--- src/common/issue_pkg.sv ---
`default_nettype none

package issue_pkg;

    // ##################################################
    // Field widths and types
    // ##################################################

    localparam int UOP_W = 8;

    typedef logic [31:0]      pc_t;
    typedef logic [UOP_W-1:0] uop_t;
    typedef logic [31:0]      imm_t;
    typedef logic [4:0]       reg_idx_t;
    typedef logic [3:0]       kind_t;      // Bit 0 alu, 1 syscall, 2 break, 3 privileged
    typedef logic [6:0]       excp_code_t;

    // One slot is pc, uop, imm, rd, rj, rk, kind from the top bit down
    localparam int SLOT_W = $bits(pc_t) + $bits(uop_t) + $bits(imm_t)
                          + 3 * $bits(reg_idx_t) + $bits(kind_t);

    // Slot 0, slot 1, then exception valid, exception code and branch flag
    localparam int PAIR_W = 2 * SLOT_W + 1 + $bits(excp_code_t) + 1;

    typedef logic [PAIR_W-1:0] pair_t;

    // ##################################################
    // Control states
    // ##################################################

    typedef enum logic {
        RUN,
        FLUSH
    } ctrl_state_t;

endpackage

`default_nettype wire

--- src/common/slot_if.sv ---
`timescale 1ns/1ps
`default_nettype none

// Fields of one decoded instruction slot
interface slot_if import issue_pkg::*; ();

    pc_t      pc;
    uop_t     uop;
    imm_t     imm;
    reg_idx_t rd;
    reg_idx_t rj;
    reg_idx_t rk;
    kind_t    kind;

    modport src (output pc, uop, imm, rd, rj, rk, kind);

    modport dst (input pc, uop, imm, rd, rj, rk, kind);

endinterface

`default_nettype wire

--- src/design/issue_top.sv ---
`timescale 1ns/1ps
`default_nettype none

module issue_top import issue_pkg::*; #(
    parameter int QUEUE_DEPTH = 4
) (
    input  wire         aclk,
    input  wire         rst_n,
    input  wire         flush,
    input  wire         id_readygo,
    input  wire         issue_allowin,
    output logic        id_allowin,
    output logic        iq_valid,
    input  pc_t         in_pc0,
    input  pc_t         in_pc1,
    input  uop_t        in_uop0,
    input  uop_t        in_uop1,
    input  imm_t        in_imm0,
    input  imm_t        in_imm1,
    input  reg_idx_t    in_rd0,
    input  reg_idx_t    in_rd1,
    input  reg_idx_t    in_rj0,
    input  reg_idx_t    in_rj1,
    input  reg_idx_t    in_rk0,
    input  reg_idx_t    in_rk1,
    input  kind_t       in_kind0,
    input  kind_t       in_kind1,
    input  wire         in_excp_valid,
    input  excp_code_t  in_excp_code,
    input  wire         in_branch,
    output pair_t       iq_pair
);

    logic       reg_valid;
    logic       push;
    logic       pop;
    logic       full;
    logic       empty;
    logic       flush_now;
    logic       excp_valid;
    excp_code_t excp_code;
    logic       branch;

    slot_if slot0_if ();
    slot_if slot1_if ();

    // ##################################################
    // Stage register and queue
    // ##################################################

    id_stage_reg u_id_stage_reg (
        .aclk          (aclk),
        .rst_n         (rst_n),
        .flush_now     (flush_now),
        .id_readygo    (id_readygo),
        .id_allowin    (id_allowin),
        .push          (push),
        .in_pc0        (in_pc0),
        .in_pc1        (in_pc1),
        .in_uop0       (in_uop0),
        .in_uop1       (in_uop1),
        .in_imm0       (in_imm0),
        .in_imm1       (in_imm1),
        .in_rd0        (in_rd0),
        .in_rd1        (in_rd1),
        .in_rj0        (in_rj0),
        .in_rj1        (in_rj1),
        .in_rk0        (in_rk0),
        .in_rk1        (in_rk1),
        .in_kind0      (in_kind0),
        .in_kind1      (in_kind1),
        .in_excp_valid (in_excp_valid),
        .in_excp_code  (in_excp_code),
        .in_branch     (in_branch),
        .reg_valid     (reg_valid),
        .excp_valid    (excp_valid),
        .excp_code     (excp_code),
        .branch        (branch),
        .slot0         (slot0_if.src),
        .slot1         (slot1_if.src)
    );

    issue_queue #(
        .QUEUE_DEPTH (QUEUE_DEPTH)
    ) u_issue_queue (
        .aclk       (aclk),
        .rst_n      (rst_n),
        .flush_now  (flush_now),
        .push       (push),
        .pop        (pop),
        .slot0      (slot0_if.dst),
        .slot1      (slot1_if.dst),
        .excp_valid (excp_valid),
        .excp_code  (excp_code),
        .branch     (branch),
        .head       (iq_pair)
    );

    // ##################################################
    // Control
    // ##################################################

    occupancy_counter #(
        .QUEUE_DEPTH (QUEUE_DEPTH)
    ) u_occupancy_counter (
        .aclk      (aclk),
        .rst_n     (rst_n),
        .flush_now (flush_now),
        .push      (push),
        .pop       (pop),
        .full      (full),
        .empty     (empty)
    );

    issue_ctrl u_issue_ctrl (
        .aclk          (aclk),
        .rst_n         (rst_n),
        .flush         (flush),
        .reg_valid     (reg_valid),
        .full          (full),
        .empty         (empty),
        .issue_allowin (issue_allowin),
        .push          (push),
        .pop           (pop),
        .id_allowin    (id_allowin),
        .iq_valid      (iq_valid),
        .flush_now     (flush_now)
    );

endmodule

`default_nettype wire

--- src/issue/id_stage_reg.sv ---
`timescale 1ns/1ps
`default_nettype none

module id_stage_reg import issue_pkg::*; (
    input  wire         aclk,
    input  wire         rst_n,
    input  wire         flush_now,
    input  wire         id_readygo,
    input  wire         id_allowin,
    input  wire         push,
    input  pc_t         in_pc0,
    input  pc_t         in_pc1,
    input  uop_t        in_uop0,
    input  uop_t        in_uop1,
    input  imm_t        in_imm0,
    input  imm_t        in_imm1,
    input  reg_idx_t    in_rd0,
    input  reg_idx_t    in_rd1,
    input  reg_idx_t    in_rj0,
    input  reg_idx_t    in_rj1,
    input  reg_idx_t    in_rk0,
    input  reg_idx_t    in_rk1,
    input  kind_t       in_kind0,
    input  kind_t       in_kind1,
    input  wire         in_excp_valid,
    input  excp_code_t  in_excp_code,
    input  wire         in_branch,
    output logic        reg_valid,
    output logic        excp_valid,
    output excp_code_t  excp_code,
    output logic        branch,
    slot_if.src         slot0,
    slot_if.src         slot1
);

    logic  accept;
    pair_t pair_r;

    assign accept = id_readygo && id_allowin;

    always_ff @(posedge aclk or negedge rst_n) begin
        if (!rst_n) begin
            reg_valid <= 1'b0;
            pair_r    <= '0;
        end else if (flush_now || (push && !accept)) begin   // Bubble when nothing follows
            reg_valid <= 1'b0;
            pair_r    <= '0;
        end else if (accept) begin
            reg_valid <= 1'b1;
            pair_r    <= {in_pc0, in_uop0, in_imm0, in_rd0, in_rj0, in_rk0, in_kind0,
                          in_pc1, in_uop1, in_imm1, in_rd1, in_rj1, in_rk1, in_kind1,
                          in_excp_valid, in_excp_code, in_branch};
        end
    end

    // Same field order as pair_t
    assign {slot0.pc, slot0.uop, slot0.imm, slot0.rd, slot0.rj, slot0.rk, slot0.kind,
            slot1.pc, slot1.uop, slot1.imm, slot1.rd, slot1.rj, slot1.rk, slot1.kind,
            excp_valid, excp_code, branch} = pair_r;

endmodule

`default_nettype wire

--- src/issue/issue_ctrl.sv ---
`timescale 1ns/1ps
`default_nettype none

module issue_ctrl import issue_pkg::*; (
    input  wire   aclk,
    input  wire   rst_n,
    input  wire   flush,
    input  wire   reg_valid,
    input  wire   full,
    input  wire   empty,
    input  wire   issue_allowin,
    output logic  push,
    output logic  pop,
    output logic  id_allowin,
    output logic  iq_valid,
    output logic  flush_now
);

    ctrl_state_t state;
    logic        run;

    always_ff @(posedge aclk or negedge rst_n) begin
        if (!rst_n) begin
            state <= RUN;
        end else if (state == FLUSH) begin
            state <= RUN;            // Flush takes exactly one cycle
        end else if (flush) begin
            state <= FLUSH;
        end
    end

    assign run       = (state == RUN);
    assign flush_now = (state == FLUSH);

    // The stage register empties into the queue whenever there is room
    assign push       = run && reg_valid && !full;
    assign iq_valid   = run && !empty;
    assign pop        = iq_valid && issue_allowin;
    assign id_allowin = run && (!reg_valid || push);

endmodule

`default_nettype wire

--- src/issue/issue_queue.sv ---
`timescale 1ns/1ps
`default_nettype none

module issue_queue import issue_pkg::*; #(
    parameter int QUEUE_DEPTH = 4
) (
    input  wire         aclk,
    input  wire         rst_n,
    input  wire         flush_now,
    input  wire         push,
    input  wire         pop,
    slot_if.dst         slot0,
    slot_if.dst         slot1,
    input  wire         excp_valid,
    input  excp_code_t  excp_code,
    input  wire         branch,
    output pair_t       head
);

    localparam int PTR_W = $clog2(QUEUE_DEPTH);

    pair_t             mem [QUEUE_DEPTH];
    pair_t             wr_pair;
    logic [PTR_W-1:0]  wr_ptr;
    logic [PTR_W-1:0]  rd_ptr;

    // ##################################################
    // Pack the stage register outputs
    // ##################################################

    assign wr_pair = {slot0.pc, slot0.uop, slot0.imm, slot0.rd, slot0.rj, slot0.rk,
                      slot0.kind,
                      slot1.pc, slot1.uop, slot1.imm, slot1.rd, slot1.rj, slot1.rk,
                      slot1.kind,
                      excp_valid, excp_code, branch};

    // ##################################################
    // Pointers and storage
    // ##################################################

    // Depth is a power of two so the pointers wrap by themselves
    always_ff @(posedge aclk or negedge rst_n) begin
        if (!rst_n) begin
            wr_ptr <= '0;
            rd_ptr <= '0;
        end else if (flush_now) begin
            wr_ptr <= '0;
            rd_ptr <= '0;
        end else begin
            if (push) begin
                wr_ptr <= wr_ptr + 1'b1;
            end
            if (pop) begin
                rd_ptr <= rd_ptr + 1'b1;
            end
        end
    end

    always_ff @(posedge aclk) begin
        if (push) begin
            mem[wr_ptr] <= wr_pair;
        end
    end

    assign head = mem[rd_ptr];   // Only meaningful while iq_valid is high

endmodule

`default_nettype wire

--- src/issue/occupancy_counter.sv ---
`timescale 1ns/1ps
`default_nettype none

module occupancy_counter #(
    parameter int QUEUE_DEPTH = 4
) (
    input  wire   aclk,
    input  wire   rst_n,
    input  wire   flush_now,
    input  wire   push,
    input  wire   pop,
    output logic  full,
    output logic  empty
);

    // One extra bit so that a full queue is representable
    localparam int CNT_W = $clog2(QUEUE_DEPTH + 1);

    logic [CNT_W-1:0] count;

    always_ff @(posedge aclk or negedge rst_n) begin
        if (!rst_n) begin
            count <= '0;
        end else if (flush_now) begin
            count <= '0;
        end else begin
            case ({push, pop})
                2'b10:   count <= count + 1'b1;
                2'b01:   count <= count - 1'b1;
                default: count <= count;     // Idle, or push and pop together
            endcase
        end
    end

    assign full  = (count == CNT_W'(QUEUE_DEPTH));
    assign empty = (count == '0);

endmodule

`default_nettype wire

--- config.mk ---
export PLATFORM = sky130hd
export DESIGN_NAME = issue_top
export DESIGN_NICKNAME = d
export VERILOG_FILES = /design/src/common/issue_pkg.sv /design/src/common/slot_if.sv /design/src/design/issue_top.sv /design/src/issue/id_stage_reg.sv /design/src/issue/issue_ctrl.sv /design/src/issue/issue_queue.sv /design/src/issue/occupancy_counter.sv
export SDC_FILE = /design/constraint.sdc
export NUM_CORES = 1
export LEC_CHECK = 0
export BUFFER_PORTS_ARGS = -buffer_cell sky130_fd_sc_hd__buf_2
export CORE_MARGIN = 2
export CORE_UTILIZATION = 58
export DETAILED_ROUTE_END_ITERATION = 7
export GPL_TIMING_DRIVEN = 0
export PLACE_DENSITY = 0.76
export SLEW_MARGIN = 40
export SYNTH_ARGS = -nofsm -noshare
export SYNTH_HDL_FRONTEND = slang
export SYNTH_SLANG_ARGS = --single-unit
--- constraint.sdc ---
create_clock -name aclk -period 7.2 [get_ports aclk]
set_clock_uncertainty 0.1 [all_clocks]
set_input_delay 1.44 -clock aclk [delete_from_list [all_inputs] [get_ports aclk]]
set_output_delay 1.44 -clock aclk [all_outputs]
set_load 0.01 [all_outputs]
-- After elaboration in Yosys (flattened, before gate mapping)
Memories as Yosys holds them, arrays and structs flattened.
Cells that the tools add are included.
- RAM bits: 764
- word-level logic and storage cells: 47
- bits in registers: 200
- memories kept: 1
- memory list (name ; words ; bits a word ; rd ports ; clocked after Yosys merged registers in ; wr ports ; RTL line ; source):
    u_issue_queue.mem ; 4 ; 191 ; 1 ; 0 ; 1 ; issue_queue.sv:22 ; pair_t mem [QUEUE_DEPTH];
- equal/unequal tests: 3
- multiplexer cells: 14
- bitwise operators: 1
- $add $sub $neg: 4
- reductions and logical operators: 18
- operator list (cell ; count):
    $mux W191 ; 2
    $mux W2 ; 4
    $logic_and A1 B1 Y1 ; 7
    $mux W1 ; 6
    $pmux W3 S2 ; 1
    $reduce_bool A2 Y1 ; 3
    $add A2 B1 Y2 const B ; 2
    $logic_not A1 Y1 ; 4
    $add A3 B1 Y3 const B ; 1
    $eq A3 B3 Y1 const B ; 1
    $logic_not A3 Y1 ; 1
    $mux W3 ; 1
    $reduce_bool A3 Y1 ; 1
    $sub A3 B1 Y3 const B ; 1
    $eq A2 B1 Y1 const B ; 1
    $eq A2 B2 Y1 const B ; 1
    $logic_or A1 B1 Y1 ; 2
    $not A1 Y1 ; 1

-- Depth between registers and ports, before layout
- word-level depth: 10
- gate-level depth with buffers: 8
- gate-level depth less buffers: 8

-- Hierarchy
A second synthesis with hierarchy kept.
- cells, all modules: 1897
- area total of the unflattened synthesis: 36558.8 um2
- by module, submodules not included (module ; area an instance (um2) ; cells each ; times used):
    issue_queue ; 27825.4 ; 1021 ; 1
    id_stage_reg ; 8491.9 ; 853 ; 1
    occupancy_counter ; 186.4 ; 17 ; 1
    issue_ctrl ; 55.1 ; 6 ; 1

-- Worst setup path before layout
OpenSTA, ideal clock, no wires.
- path kind: register to register
- start point: reg u_occupancy_counter.count[2]
- end point: mem u_issue_queue.mem[0][0] in the netlist's numbering (enable)
- stages on the path, launching flop included: 4
- period minus slack after synthesis: 5.978 ns
- arrival time: 5.304 ns
- required time: 6.525 ns
- setup slack: 1.222 ns
- path through: dfrtp_1 -> nor3b_1 -> nor3_1 -> and2_1
- longest elaborated chain between the ends: 5
- RTL lines (what ; RTL line ; source):
    start: declaration ; occupancy_counter.sv:19 ; logic [CNT_W-1:0] count;
    start signal: assignment ; occupancy_counter.sv:28 ; 2'b10: count <= count + 1'b1;
    start signal: assignment ; occupancy_counter.sv:29 ; 2'b01: count <= count - 1'b1;
    start signal: assignment ; occupancy_counter.sv:30 ; default: count <= count;
    $eq A3 B3 Y1 ; occupancy_counter.sv:35 ; assign full = (count == CNT_W'(QUEUE_DEPTH));
    $logic_not A1 Y1 ; issue_ctrl.sv:36 ; assign push = run && reg_valid && !full;
    $logic_and A1 B1 Y1 ; issue_ctrl.sv:36 ;
    $mux W1 ; issue_queue.sv:60 ; if (push) begin
    $mux W1 (not written as such) ; issue_queue.sv:61 ; mem[wr_ptr] <= wr_pair;
    end: declaration ; issue_queue.sv:22 ;
Every way passes these cells.

-- Worst setup path in the final report
- start point: reg u_issue_queue.rd_ptr[0]
- end point: out iq_pair[101]
- longest elaborated chain between the ends: 1
- RTL lines (what ; RTL line ; source):
    start: declaration ; issue_queue.sv:25 ; logic [PTR_W-1:0] rd_ptr;
    start signal: assignment ; issue_queue.sv:54 ; rd_ptr <= rd_ptr + 1'b1;
    $mem_v2 Z4 W191 ; - ;
    end: declaration ; issue_top.sv:31 ; output pair_t iq_pair
Every way passes these cells.

==> impl_metrics.py <==
metrics = {
    "sta": {
        "finalSetupViolations": 0,
        "fin_ws_ns": 2.96,
        "max_slew_margin_pct": 45.2,
        "period_needed_ns": 4.24,
        "tightest_slew_ns": 0.822,
        "rsz0062_at_grt": "no",
        "period_share_pct": 58.8,
        "fmax_ghz": 0.236,
        "hold_viol": 0,
        "drv_slew": 0,
    },
    "job": {
        "cap_viol_max_count": 0,
    },
    "setup_path": {
        "r2r_cells": 6,
        "cp.arrival_ns": 2.70,
        "critPathBufInv": 4,
        "r2r_end": "u_issue_queue.mem[0][132]",
        "critPathSlowestCell": "mux4_2",
        "cp.depth": 5,
        "setup.worst_path.end": "iq_pair[101]",
        "cp.required_ns": 5.66,
        "r2r_slack_ns": 4.34,
        "crit_family": "buffers and inverters",
        "path_class": "register to output pin",
        "crit_path_end_kind": "output pin",
        "critPathLaunchType": "register",
        "worstPathMaxFanout": 10,
        "critPathLaunch": "u_issue_queue.rd_ptr[0]",
        "cpPeakStageDelay_ns": 0.59,
        "crit_path_cell_trace": "clkbuf_1, buf_2, buf_2, mux4_2, buf_2",
        "cp_common_cell": "buf_2",
        "rr_startpoint": "u_occupancy_counter.count[2]",
    },
    "synthesis": {
        "syn_inst": 1478,
        "yosys.area.top_type_share_pct": 65.9,
        "syn-num-nets": 1680,
        "syn_area_um2": 34800,
        "async_reset_ff_share_pct": 20.7,
        "syn_avg_cell_area_um2": 23.6,
        "yosysTopAreaCell": "edfxtp_1",
        "synth_common_cells": "edfxtp_1, dfrtp_1, a22o_1, mux4_2, buf_2",
        "seq_area_frac_synth_pct": 80.2,
        "synth_most_common_cell": "edfxtp_1",
        "ys_warn_count": 0,
        "synth_seq_cells": 964,
        "synthTopCellsByArea": "edfxtp_1, dfrtp_1, mux4_2",
        "synth_ff_type": "edfxtp_1",
        "synth_cell_types": 29,
        "synth_edf_count": 764,
    },
    "cts": {
        "clk_latency_ns": 0.64,
        "root_buffer": "clkbuf_16",
        "clkSinkCount": 964,
        "cts_tree": "done",
        "post_cts_resized": 0,
        "cts_setup_buffers": 0,
        "clockBufferDepth": 3,
        "htree_levels": 3,
        "clkTransAtPathRegs_ns": 0.06,
        "cts_buffers": 93,
        "cts_hold_buf": 0,
    },
    "route": {
        "vias": 17200,
        "drc": 0,
        "drtIter0Drc": 1485,
        "drt_wl_total_mm": 75.9,
        "via_per_inst": 6.03,
        "ant_nets": 0,
        "wl_per_cell_um": 26.6,
        "dr.pass1.iters": 5,
    },
    "floorplanning": {
        "core_area_um2": 59200,
        "die_w_um": 249,
        "start_util_pct": 58.8,
        "dieArea_um2": 62000,
        "num_rows": 89,
        "ioPinCount": 389,
        "fp.dieH_um": 249,
    },
    "run_status": {
        "outcome": "finished, final reports clean",
    },
    "grt": {
        "grt_max_degree": 60,
        "gr-usage-all-layers_pct": 24.8,
        "grt_first_pass_wirelength_mm": 113,
        "grt_pass1_vias": 18100,
        "grt-ovfl-total": 0,
        "antenna_found_initial": 22,
    },
    "placement": {
        "place_hpwl_mm": 47.5,
        "io_buffers": 388,
        "preCtsSetupSlack_ns": 3.55,
        "post_dp_cell_area_um2": 38400,
        "gp_congestion": 0.772,
    },
    "finish": {
        "final_area_um2": 41600,
        "area_delta_synth_final_pct": 19.5,
        "nNetsFinal": 2194,
        "drive_gt1_share_pct": 39.9,
        "final_core_util_pct": 70.3,
    },
    "power": {
        "power.density_nw_per_um2": 362,
        "ir_worst_vdd_uv": 292,
        "p_leak_nw": 15.4,
    },
    "hold_path": {
        "min_path_type": "register to register",
        "hp-start": "u_id_stage_reg.pair_r[100]",
    },
}
[kinds of logic (layout without fill, tap and decap cells)]
kind of cell | after synthesis | after routing | share of synthesized area, %
compound gates | 198 | 198 | 4.94
buf+inv | 90 | 683 | 1.72
flops | 964 | 964 | 80.2
fa+ha+maj | 6 | 6 | 0.237
xor+xnor | 4 | 4 | 0.101
other cells | 0 | 11 | 0
mux | 193 | 193 | 12.4
simple gates | 23 | 23 | 0.366
[how the worst min path moves through the flow]
| stage | end | slack (ns) | cells past startpoint |
|---|---|---|---|
| after floorplan | u_issue_queue.mem[0][0] | 0.38 | 0 |
| after global placement | u_issue_queue.mem[0][62] | 0.38 | 0 |
| after detailed placement | u_issue_queue.mem[3][100] | 0.40 | 0 |
| after CTS | u_issue_queue.mem[3][100] | 0.41 | 0 |
| after global routing | u_issue_queue.mem[3][100] | 0.42 | 0 |
| final | u_issue_queue.mem[3][100] | 0.41 | 0 |
[flip-flops by register name, summed over array words and instances (netlist names)]
signal                     cells
u_issue_ctrl.flush_now         1
u_issue_queue.mem            764
u_occupancy_counter.count      3
u_id_stage_reg.reg_valid       1
u_id_stage_reg.pair_r        191
u_issue_queue.rd_ptr           2
u_issue_queue.wr_ptr           2
[metal layers]
metal	global-route usage, %	up-vias	wire, um
met3	7.84	151	6580
li1	-	7298	-
met2	41.2	652	39000
met1	31.7	9075	28300
met4	7.64	26	1800
met5	0	-	168
[report_power, final]
group | total [mW] | internal, mW | switching, mW
registers | 6.89 | 6.65 | 0.247
logic | 3.19 | 1.45 | 1.75
clock network | 4.97 | 2.94 | 2.03
[layout make-up]
type	instances	area [um^2]
diodes	11	27.5
flip-flops and latches	964	27900
well taps	773	967
repair buffers	419	2630
fillers	3552	17600
inverters	4	15.0
multi-input cells	424	6300
clock buffers	122	2590
clock inverters	52	574
plain buffers	86	587
[cell usage in the layout, fill, tap and decap left out, types with 14 or more instances in the layout]
| cell | synthesis | layout |
|---|---|---|
| a22o_1 | 191 | 191 |
| buf_4 | 20 | 20 |
| clkbuf_1 | 17 | 32 |
| clkinv_1 | 0 | 14 |
| mux4_2 | 191 | 191 |
| buf_2 | 23 | 410 |
| buf_6 | 21 | 21 |
| clkinv_2 | 0 | 17 |
| edfxtp_1 | 764 | 764 |
| buf_12 | 0 | 24 |
| clkbuf_16 | 0 | 96 |
| dfrtp_1 | 200 | 200 |
[stage by stage]
stage,std cells,power (mW),hold WS [ns],setup TNS [ns]
after CTS,2844,15.2,0.406,0
after global routing,2850,15.6,0.420,0
after global placement,2639,10.2,0.383,-1978.23
final,2855,15.1,0.407,0
after floorplan,1478,8.92,0.376,0
after detailed placement,2670,10.2,0.400,0
Power figures use the tool's default switching activity.
